### config.mk
export PLATFORM = sky130hd
export DESIGN_NAME = eth_tx_arbiter
export DESIGN_NICKNAME = d
export VERILOG_FILES = /design/src/logic/eth_tx_arbiter.sv
export SDC_FILE = /design/constraint.sdc
export NUM_CORES = 1
export LEC_CHECK = 0
export BUFFER_PORTS_ARGS = -buffer_cell sky130_fd_sc_hd__buf_4
export CORE_AREA = 2 2 39 41
export CTS_CLUSTER_DIAMETER = 50
export DETAILED_ROUTE_END_ITERATION = 10
export DIE_AREA = 0 0 41 43
export PLACE_DENSITY_LB_ADDON = 0.25
export RECOVER_POWER = 50
export SLEW_MARGIN = 20
export SYNTH_ARGS = -nofsm -noshare
export SYNTH_HDL_FRONTEND = slang
export SYNTH_SLANG_ARGS = --single-unit
### constraint.sdc
create_clock -name clk -period 3.11 [get_ports clk]
set_clock_uncertainty 0.1 [all_clocks]
set_input_delay 0.622 -clock clk [delete_from_list [all_inputs] [get_ports clk]]
set_output_delay 0.622 -clock clk [all_outputs]
set_load 0.05 [all_outputs]
### src/logic/eth_tx_arbiter.sv
`timescale 1ns/1ps

module eth_tx_arbiter (
  input  logic       clk,
  input  logic       rst,
  input  logic [7:0] arp_dat,
  input  logic       arp_val,
  input  logic       arp_last,
  output logic       arp_rdy,
  input  logic [7:0] usr_dat,
  input  logic       usr_val,
  input  logic       usr_last,
  output logic       usr_rdy,
  output logic [7:0] dat,
  output logic       val,
  output logic       last,
  input  logic       rdy
);

  logic lock;     // Frame in flight
  logic lock_arp; // Owner of the locked frame
  logic sel_arp;

  // ARP wins when free, owner kept until its last byte
  assign sel_arp = lock ? lock_arp : arp_val;

  assign dat     = sel_arp ? arp_dat  : usr_dat;
  assign val     = sel_arp ? arp_val  : usr_val;
  assign last    = sel_arp ? arp_last : usr_last;
  assign arp_rdy = rdy && sel_arp;
  assign usr_rdy = rdy && !sel_arp;

  always_ff @(posedge clk) begin
    if (rst) begin
      lock     <= 1'b0;
      lock_arp <= 1'b0;
    end else if (val && rdy) begin
      lock     <= !last;
      lock_arp <= sel_arp;
    end
  end

endmodule

Word level (Yosys, flattened, before mapping) --
Index checks and enable logic that the tools add are counted.
Operators by class: muxes and demuxes 4, reductions and logical operators 5
Operators with widths (number):
- $mux W8 | 1
- $logic_and A1 B1 Y1 | 3
- $mux W1 | 3
- $logic_not A1 Y1 | 2
Storage, ports and cells: register bits 2, output and inout bits 12, word-level logic and storage cells 11

Logic depth before layout (Yosys ltp) --
Gate-level depths: netlist of run 1.
depth after elaboration 3, mapped depth 3

Least setup slack after synthesis of run 1 --
No wires, ideal clock.
path kind input-to-output, start point input arp_val, end point output arp_rdy, data arrival time 1516 ps, slack 872 ps, data required time 2388 ps, cell stages on the path 3, cell sequence mux2i_1 -> buf_6 -> nor2_1
Between the ends: longest elaborated chain between the ends 2
Ends and longest elaborated chain:
- from (decl) | line 7 | input logic arp_val,
- $mux W1 | line 25 | assign sel_arp = lock ? lock_arp : arp_val;
- $logic_and A1 B1 Y1 | line 30 | assign arp_rdy = rdy && sel_arp;
- to (decl) | line 9 | output logic arp_rdy,
No other way between the ends.

Worst setup path in the final report of run 1 --
start point input arp_val, end point output dat[7]
Between the ends: longest elaborated chain between the ends 2
Ends and longest elaborated chain:
- $mux W1 | line 25
- $mux W8 | line 27 | assign dat = sel_arp ? arp_dat : usr_dat;
- to (decl) | line 14 | output logic [7:0] dat,
No other way between the ends.

==> summary.log, run 1 <==
INFO  logic_synthesis synth.yosys.seq_area_share=16.2%
INFO  routing        drcViolationCount=0
INFO  global_route   grt_max_degree=12
INFO  global_route   first_global_vias=358
INFO  logic_synthesis mappedNetlistArea=246squm
INFO  global_route   antenna_violations_before_repair=0
INFO  timing         fin_ws=0.465ns
INFO  die            starting_density_of_the_core=17.8%
INFO  worst_setup_path r2r_cells=4
INFO  timing         final_hold_vios=0
INFO  final_layout   multi_input_area=188squm
INFO  routing        drt_pass1_iterations=4
INFO  timing         final-setup-viol-count=0
INFO  logic_synthesis synth_seq_cells=2
INFO  global_route   global_route.usage.total=10.8%
INFO  outcome        run_status=completed
INFO  final_layout   drive_gt1_share=69.8%
INFO  clocking       tritoncts_num_sinks=2
INFO  die            floorplan.core_area=1380squm
INFO  clocking       ctsLongestPathBuffers=2
INFO  clocking       number_of_gates_given_a_new_drive_strength_after_cts=0
INFO  die            dieArea=1760squm
INFO  timing         fin_crit=2.64ns
INFO  routing        antenna_left=0
INFO  worst_setup_path setup.worst_path.class=in2out
INFO  place          place_congestion=0.656
INFO  power_and_ir_drop switching_share=42.8%
INFO  timing         rsz0062_at_grt=no
INFO  timing         drv_slew=0
INFO  power_and_ir_drop irDropWorstVdd=0.000170V
INFO  die            num_io_pins=35
INFO  global_route   met3_usage=0.524%
INFO  worst_setup_path reg2reg_from=lock
INFO  clocking       ctsHtreeMaxLevel=1
INFO  power_and_ir_drop total_switching_power=0.0909mW
INFO  die            fp.dieW=41um
INFO  logic_synthesis synth_cell_types=14
INFO  worst_setup_path endpoint_kind=primary output
INFO  logic_synthesis synthesis.nets=49
INFO  min_path       min_path_cells=2
INFO  place          place_ws=0.765ns
INFO  clocking       cts.clk_slew.worst_paths=0.03ns
INFO  worst_setup_path worstSetupStartpoint=arp_val
INFO  routing        final_wirelength=867um
INFO  final_layout   commonest_cells_after_routing_fill_and_taps_aside=31 x buf_4, 8 x mux2_2, 4 x clkbuf_1, 3 x nor2_1, 3 x clkbuf_4
INFO  place          io_buffer_count=34
INFO  timing         final_min_period_over_clock_period=85.0%
INFO  run            drv.max_cap_violation_count=0
INFO  final_layout   fillers=152
INFO  power_and_ir_drop clock_power_share=26.8%
INFO  power_and_ir_drop power.combinational.fraction=59.1%
INFO  place          dp_hpwl=739um
INFO  global_route   grt_remaining_overflow=0
INFO  clocking       clock-root-buffer=clkbuf_4
INFO  routing        wl_per_cell=11.0um
INFO  power_and_ir_drop total_power=0.212mW
INFO  worst_setup_path worst-endpoint-required=2.39ns
INFO  global_route   grtUsageMet1=11.5%
INFO  clocking       tritoncts=yes
INFO  timing         fmaxAchievable=378MHz
INFO  final_layout   register_area=40.0squm
INFO  clocking       clock_insertion_delay_worst_skew=0.22ns
INFO  worst_setup_path cp.arrival=1.92ns
INFO  clocking       setup_fix_buffers_added_after_clock_tree_synthesis=0
INFO  final_layout   insertedDiodeCount=0
INFO  clocking       ctsHoldBuffers=0
INFO  final_layout   nNetsFinal=88
INFO  power_and_ir_drop sequentialPowerShare=14.2%
INFO  logic_synthesis netlist_instances=26
INFO  min_path       worst_hold_path_type=reg2reg
INFO  die            fp-row-count=14
INFO  logic_synthesis syn_avg_cell_area=9.48squm
INFO  power_and_ir_drop static-leakage-power=0.254nW
INFO  worst_setup_path r2r_setup_slack=1.36ns
INFO  worst_setup_path worst_r2r_endpoint=lock
INFO  final_layout   growth_of_design_area_from_synthesis_to_finish=113%
INFO  min_path       hold_path_end=lock_arp
INFO  power_and_ir_drop cellInternalPower=0.121mW
INFO  routing        average_via_count_per_standard_cell=4.44
INFO  global_route   gr-max-usage-layer=met2
INFO  logic_synthesis synth-warning-count=0
INFO  worst_setup_path worstSetupStartpointType=input pin
INFO  power_and_ir_drop powerDensity=404nW/um^2
INFO  routing        num_vias=351
INFO  final_layout   final_common_cell=buf_4
INFO  timing         tightest_slew=0.595ns
INFO  die            floorplan.die.height=43um
INFO  min_path       hp-start=lock_arp
INFO  global_route   grtUsageMet2=18.4%
INFO  timing         finalSetupTns=0ns
INFO  timing         slew_headroom=60.5%
INFO  routing        drt-initial-drc-count=8
INFO  global_route   grt_pass1_wl=1.30mm
INFO  worst_setup_path path_max_fanout=11
INFO  clocking       cts_made_buffers=3
==> cell type report <==
class / instances / share of cell area (%)
repair buffers: 35 / 47.1
multi-input cells: 21 / 35.7
well taps: 16 / 3.81
clock buffers: 3 / 4.29
inverters: 2 / 1.43
flip-flops and latches: 2 / 7.62
==> registers in the layout (all words and copies together) (netlist names) <==
register and flops:
lock 1, lock_arp 1
==> routing by layer <==
layer / routed length (um) / part of all wire [%]
met5: 0 / 0
met2: 431 / 50
met4: 0 / 0
met1: 293 / 34
met3: 142 / 16
==> worst max-delay path: stages <==
cell and delay (ns):
buf_4 0.12, mux2i_1 0.11, clkbuf_1 0.46, mux2_2 0.41, buf_4 0.19
==> metrics by stage <==
stage / hold slack [ns] / cell area, sq um / instances / util, %
final: 0.435 / 526 / 79 / 38.0
after global routing: 0.485 / 526 / 79 / 38.0
after CTS: 0.439 / 541 / 79 / 39.1
after detailed placement: 0.426 / 518 / 76 / 37.4
after global placement: 0.444 / 518 / 76 / 37.4
after floorplan: 0.395 / 246 / 26 / -
==> how the worst max path moves through the flow <==
stage,slack (ns),endpoint,cells past startpoint
after floorplan,0.87,arp_rdy,3
after detailed placement,0.76,dat[7],5
final,0.47,dat[7],5
after global placement,0.77,dat[7],5
after global routing,0.36,dat[7],5
after CTS,0.75,dat[7],5
==> power by group through the flow <==
| stage | logic, mW | registers (mW) | clock network [mW] |
|---|---|---|---|
| final | 0.125 | 0.0301 | 0.0568 |
| after global routing | 0.132 | 0.0304 | 0.0606 |
| after CTS | 0.130 | 0.0300 | 0.0605 |
| after detailed placement | 0.130 | 0.0303 | 0 |
| after global placement | 0.129 | 0.0304 | 0 |
| after floorplan | 0.0836 | 0.0298 | 0 |
==> cells in the mapped netlist <==
cell      count  area, sq um
o22ai_2       1         12.5
o21ai_0       1         5.00
a21oi_1       1         5.00
nor2_1        3         11.3
mux2_4        1         15.0
mux2i_1       2         20.0
nand3b_1      1         7.51
and2_1        1         6.26
mux2_2        8         90.1
buf_6         1         11.3
or3_1         1         6.26
inv_1         2         7.51
dfxtp_1       2         40.0
a32oi_1       1         8.76
==> kinds of logic (layout without fill, tap and decap cells) <==
family | after synthesis | in the layout | share of synthesized area [%]
mux | 11 | 11 | 50.8
simple gates | 6 | 6 | 12.7
compound gates | 4 | 4 | 12.7
buf+inv | 3 | 40 | 7.62
flops | 2 | 2 | 16.2
Note: power is estimated with default switching activity, not from simulation.
==> inputs of run 2 (changes only) <==
Settings changed: PLACE_DENSITY set to 0.5, PLACE_DENSITY_LB_ADDON 0.25 to unset.
==> summary.log, run 2 (synthesis gave the netlist of run 1 again) <==
INFO  outcome        run_status=completed
INFO  routing        wl_per_cell=9.68um
INFO  global_route   grt_max_degree=12
INFO  final_layout   register_area=40.0squm
INFO  timing         finalSetupTns=0ns
INFO  die            floorplan.die.height=43um
INFO  routing        drcViolationCount=0
INFO  worst_setup_path cp.arrival=1.71ns
INFO  worst_setup_path worstSetupPathDepth=5
INFO  timing         final-setup-viol-count=0
INFO  routing        num_vias=334
INFO  die            fp.dieW=41um
INFO  worst_setup_path worstSetupStartpointType=input pin
INFO  global_route   grt_remaining_overflow=0
INFO  clocking       clock_insertion_delay_worst_skew=0.22ns
INFO  routing        drt-initial-drc-count=0
INFO  die            num_io_pins=35
INFO  power_and_ir_drop powerDensity=407nW/um^2
INFO  worst_setup_path worst_r2r_endpoint=lock
INFO  place          place_congestion=0.619
INFO  clocking       clock-root-buffer=clkbuf_4
INFO  final_layout   growth_of_design_area_from_synthesis_to_finish=110%
INFO  die            starting_density_of_the_core=17.8%
INFO  global_route   antenna_violations_before_repair=0
INFO  worst_setup_path r2r_cells=4
INFO  final_layout   drive_gt1_share=66.7%
INFO  timing         final_hold_vios=0
INFO  worst_setup_path worstSetupStartpoint=arp_val
INFO  min_path       worst_hold_path_type=reg2reg
INFO  clocking       number_of_gates_given_a_new_drive_strength_after_cts=0
INFO  worst_setup_path endpoint_kind=primary output
INFO  timing         fmaxAchievable=410MHz
INFO  routing        drt_pass1_iterations=1
INFO  timing         slew_headroom=59.8%
INFO  worst_setup_path reg2reg_from=lock
INFO  timing         rsz0062_at_grt=no
INFO  clocking       tritoncts_num_sinks=2
INFO  global_route   first_global_vias=352
INFO  final_layout   insertedDiodeCount=0
INFO  global_route   global_route.usage.total=10.6%
INFO  die            fp-row-count=14
INFO  clocking       cts_made_buffers=3
INFO  worst_setup_path critical_path.cell_chain=buf_4 > mux2i_1 > buf_4 > mux2_4 > clkbuf_1
INFO  routing        antenna_left=0
INFO  worst_setup_path cp.buffers_inverters=3
INFO  routing        final_wirelength=765um
INFO  global_route   grt_pass1_wl=1.31mm
INFO  die            floorplan.core_area=1380squm
INFO  clocking       ctsHtreeMaxLevel=1
INFO  final_layout   finish.cell_count_without_fillers=79
INFO  die            dieArea=1760squm
INFO  place          dp_hpwl=654um
INFO  power_and_ir_drop static-leakage-power=0.247nW
INFO  final_layout   final_common_cell=buf_4
INFO  worst_setup_path cp_max_stage_delay=0.46ns
INFO  final_layout   layout_top_registers=lock x1, lock_arp x1
INFO  final_layout   nNetsFinal=88
INFO  power_and_ir_drop irDropWorstVdd=0.000114V
INFO  worst_setup_path r2r_setup_slack=1.66ns
INFO  worst_setup_path worst_setup_path_endpoint=last
INFO  min_path       min_path_cells=2
INFO  timing         final_min_period_over_clock_period=78.3%
INFO  worst_setup_path worst_path_max_delay_cell=clkbuf_1
INFO  clocking       ctsHoldBuffers=0
INFO  worst_setup_path path_max_fanout=11
INFO  place          placedCellCount=76
INFO  worst_setup_path worst-endpoint-required=2.39ns
INFO  worst_setup_path critical-path-top-delay-family=buffers and inverters
INFO  timing         tightest_slew=0.606ns
INFO  run            drv.max_cap_violation_count=0
INFO  timing         fin_crit=2.44ns
INFO  timing         drv_slew=0
INFO  worst_setup_path setup.worst_path.class=in2out
INFO  place          io_buffer_count=34
INFO  final_layout   multi_input_area=188squm
INFO  final_layout   fillers=154
INFO  clocking       ctsLongestPathBuffers=2
INFO  worst_setup_path worst_path_most_repeated_cell=buf_4
INFO  clocking       setup_fix_buffers_added_after_clock_tree_synthesis=0
INFO  clocking       tritoncts=yes
INFO  clocking       cts.clk_slew.worst_paths=0.03ns
INFO  routing        average_via_count_per_standard_cell=4.23
INFO  final_layout   commonest_cells_after_routing_fill_and_taps_aside=29 x buf_4, 8 x mux2_2, 6 x clkbuf_1, 3 x nor2_1, 3 x clkbuf_4
## run 2: stage by stage
stage                     cell area, sq um  hold slack [ns]  setup slack, ns  power (mW)  util, %
final                                  518            0.460            0.673       0.211     37.4
after global routing                   518            0.473            0.581       0.224     37.4
after detailed placement               518            0.446            0.772       0.159     37.4
after floorplan                        246            0.395            0.872       0.113        -
after CTS                              541            0.455            0.770       0.222     39.1
after global placement                 518            0.437            0.781       0.159     37.4
## run 2: area by class of cell
cell class	instances	area share (%)
Inverter	2	1.45
Tap cell	16	3.86
Clock buffer	3	4.35
Multi-Input combinational cell	21	36.2
Timing Repair Buffer	35	46.4
Sequential cell	2	7.73
## run 2: where the power goes
part           internal, mW  switching [mW]  total, mW
clock                0.0427          0.0156     0.0583
combinational        0.0490          0.0730      0.122
sequential           0.0278         0.00243     0.0303
total                 0.120          0.0910      0.211
## run 2: how the worst min path moves through the flow
stage	end	slack [ns]	start
detailed placement	lock_arp	0.45	lock_arp
CTS	lock_arp	0.46	lock_arp
global route	lock_arp	0.47	rst
finish	lock_arp	0.46	lock_arp
floorplan	lock_arp	0.40	lock_arp
global placement	lock_arp	0.44	lock_arp
## run 2: worst register-to-register path, delay by kind of cell, from the launching register on
family	cells	cell delay [ns]
muxes	2	0.53
DFF	1	0.40
buffers and inverters	1	0.20
AOI/OAI and AO/OA	1	0.15
## run 2: layer usage
metal / GRT usage (%) / routed length (um) / vias to the layer above
met2: 15.6 / 322 / 30
li1: - / - / 169
met4: 8.00 / 0 / 0
met5: 0 / 0 / -
met1: 13.0 / 310 / 135
met3: 1.57 / 132 / 0
==> inputs of run 3 (changes only) <==
Clock period 3.11 ns to 2.31 ns, I/O delays scaled along.
==> summary.log, run 3 (synthesis gave the netlist of run 1 again) <==
INFO  global_route   grt_max_degree=12
INFO  clocking       tritoncts=yes
INFO  worst_setup_path cp.buffers_inverters=2
INFO  worst_setup_path reg2reg_from=lock
INFO  run            drv.max_cap_violation_count=0
INFO  final_layout   final_common_cell=buf_4
INFO  clocking       number_of_gates_given_a_new_drive_strength_after_cts=0
INFO  worst_setup_path worst-endpoint-required=1.75ns
INFO  power_and_ir_drop clock_power_share=27.5%
INFO  min_path       min_path_cells=2
INFO  global_route   global_route.usage.total=10.6%
INFO  routing        average_via_count_per_standard_cell=4.38
INFO  global_route   antenna_violations_before_repair=0
INFO  worst_setup_path r2r_setup_slack=0.87ns
INFO  worst_setup_path path_max_fanout=11
INFO  clocking       ctsLongestPathBuffers=2
INFO  final_layout   layout.cell_area.non_filler=529squm
INFO  clocking       setup_fix_buffers_added_after_clock_tree_synthesis=0
INFO  min_path       hold_path_end=lock_arp
INFO  min_path       worst_hold_path_type=in2reg
INFO  clocking       ctsHtreeMaxLevel=1
INFO  worst_setup_path r2r_cells=4
INFO  power_and_ir_drop power.combinational.fraction=58.4%
INFO  worst_setup_path worst_path_max_delay_cell=dfxtp_1
INFO  die            floorplan.core_area=1380squm
INFO  clocking       tritoncts_num_sinks=2
INFO  place          io_buffer_count=34
INFO  timing         slew_headroom=59.4%
INFO  clocking       cts_made_buffers=3
INFO  die            fp.dieW=41um
INFO  power_and_ir_drop cellInternalPower=0.164mW
INFO  routing        antenna_left=0
INFO  clocking       clock_insertion_delay_worst_skew=0.22ns
INFO  timing         final_hold_vios=0
INFO  routing        num_vias=346
INFO  global_route   grt_pass1_wl=1.31mm
INFO  worst_setup_path cp_max_stage_delay=0.39ns
INFO  die            num_io_pins=35
INFO  final_layout   postLayoutCoreUtil=38.2%
INFO  die            fp-row-count=14
INFO  timing         drv_slew=0
INFO  die            floorplan.die.height=43um
INFO  timing         finalSetupTns=0ns
INFO  routing        drcViolationCount=0
INFO  final_layout   insertedDiodeCount=0
INFO  timing         fmaxAchievable=469MHz
INFO  worst_setup_path critical-path-top-delay-family=multiplexers
INFO  routing        drt-initial-drc-count=0
INFO  place          dp_hpwl=676um
INFO  clocking       clock-root-buffer=clkbuf_4
INFO  worst_setup_path endpoint_kind=primary output
INFO  power_and_ir_drop irDropWorstVdd=0.000158V
INFO  timing         final_min_period_over_clock_period=92.4%
INFO  power_and_ir_drop total_switching_power=0.124mW
INFO  clocking       cts.clk_slew.worst_paths=0.03ns
INFO  power_and_ir_drop static-leakage-power=0.264nW
INFO  final_layout   nNetsFinal=88
INFO  min_path       hp-start=rst
INFO  worst_setup_path worstSetupStartpointType=flop
INFO  place          place_congestion=0.602
INFO  worst_setup_path cp.arrival=1.57ns
INFO  worst_setup_path worst_r2r_endpoint=lock
INFO  place          standard_cell_area_after_detailed_placement=518squm
INFO  final_layout   layout_top_registers=lock x1, lock_arp x1
INFO  timing         fin_crit=2.13ns
INFO  routing        wl_per_cell=9.96um
INFO  timing         tightest_slew=0.612ns
INFO  routing        drt_pass1_iterations=1
INFO  timing         rsz0062_at_grt=no
INFO  final_layout   drive_gt1_share=74.6%
INFO  worst_setup_path setup.worst_path.class=reg2out
INFO  global_route   first_global_vias=379
INFO  power_and_ir_drop sequentialPowerShare=14.1%
INFO  die            dieArea=1760squm
INFO  power_and_ir_drop powerDensity=544nW/um^2
INFO  power_and_ir_drop switching_share=42.9%
INFO  clocking       ctsHoldBuffers=0
INFO  routing        final_wirelength=787um
INFO  timing         final-setup-viol-count=0
INFO  worst_setup_path critical_path.cell_chain=mux2i_1 > buf_4 > mux2_2 > clkbuf_4
INFO  final_layout   commonest_cells_after_routing_fill_and_taps_aside=30 x buf_4, 8 x mux2_2, 4 x clkbuf_4, 3 x nor2_1
INFO  global_route   grt_remaining_overflow=0
INFO  die            starting_density_of_the_core=17.8%
INFO  final_layout   growth_of_design_area_from_synthesis_to_finish=115%
INFO  final_layout   fillers=151
INFO  outcome        run_status=completed
## run 3: worst reg2reg max path, stage by stage (launching register included)
cell	delay, ns
dfxtp_1	0.39
mux2i_1	0.20
buf_4	0.20
mux2_4	0.32
o22ai_2	0.15
## run 3: power by group through the flow
stage               logic, mW  clock network, mW  registers [mW]
floorplan               0.113                  0          0.0402
global placement        0.174                  0          0.0410
detailed placement      0.174                  0          0.0408
CTS                     0.174             0.0846          0.0406
global route            0.178             0.0862          0.0409
finish                  0.168             0.0793          0.0406
## run 3: worst max path at each step
stage / from / endpoint / slack, ns / cells past startpoint
final: lock / dat[5] / 0.18 / 4
after global placement: arp_val / dat[4] / 0.30 / 5
after global routing: lock / dat[2] / 0.07 / 4
after detailed placement: arp_val / dat[4] / 0.30 / 5
after floorplan: arp_val / arp_rdy / 0.39 / 3
after CTS: lock / dat[4] / 0.17 / 4
## run 3: area by class of cell
class | count | area [sq um] | share of cell area, %
Clock buffer | 3 | 22.5 | 4.26
Inverter | 2 | 7.51 | 1.42
Multi-Input combinational cell | 21 | 188 | 35.5
Sequential cell | 2 | 40.0 | 7.57
Tap cell | 16 | 20.0 | 3.78
Timing Repair Buffer | 35 | 251 | 47.5
## run 3: metal layers
layer | vias up | track usage (%) | part of all wire (%) | wire length (um)
met5 | - | 0 | 0 | 0
met4 | 0 | 8.00 | 0 | 0
met3 | 0 | 1.05 | 17 | 131
met2 | 30 | 14.7 | 43 | 338
met1 | 147 | 14.2 | 40 | 318
li1 | 169 | - | - | -
## run 3: through the flow
| step | std cells | hold WS (ns) | worst slack [ns] | total power, mW |
|---|---|---|---|---|
| after floorplan | 26 | 0.395 | 0.392 | 0.153 |
| after global placement | 76 | 0.438 | 0.303 | 0.215 |
| after detailed placement | 76 | 0.455 | 0.302 | 0.215 |
| after CTS | 79 | 0.318 | 0.166 | 0.299 |
| after global routing | 79 | 0.317 | 0.0703 | 0.305 |
| final | 79 | 0.324 | 0.176 | 0.288 |
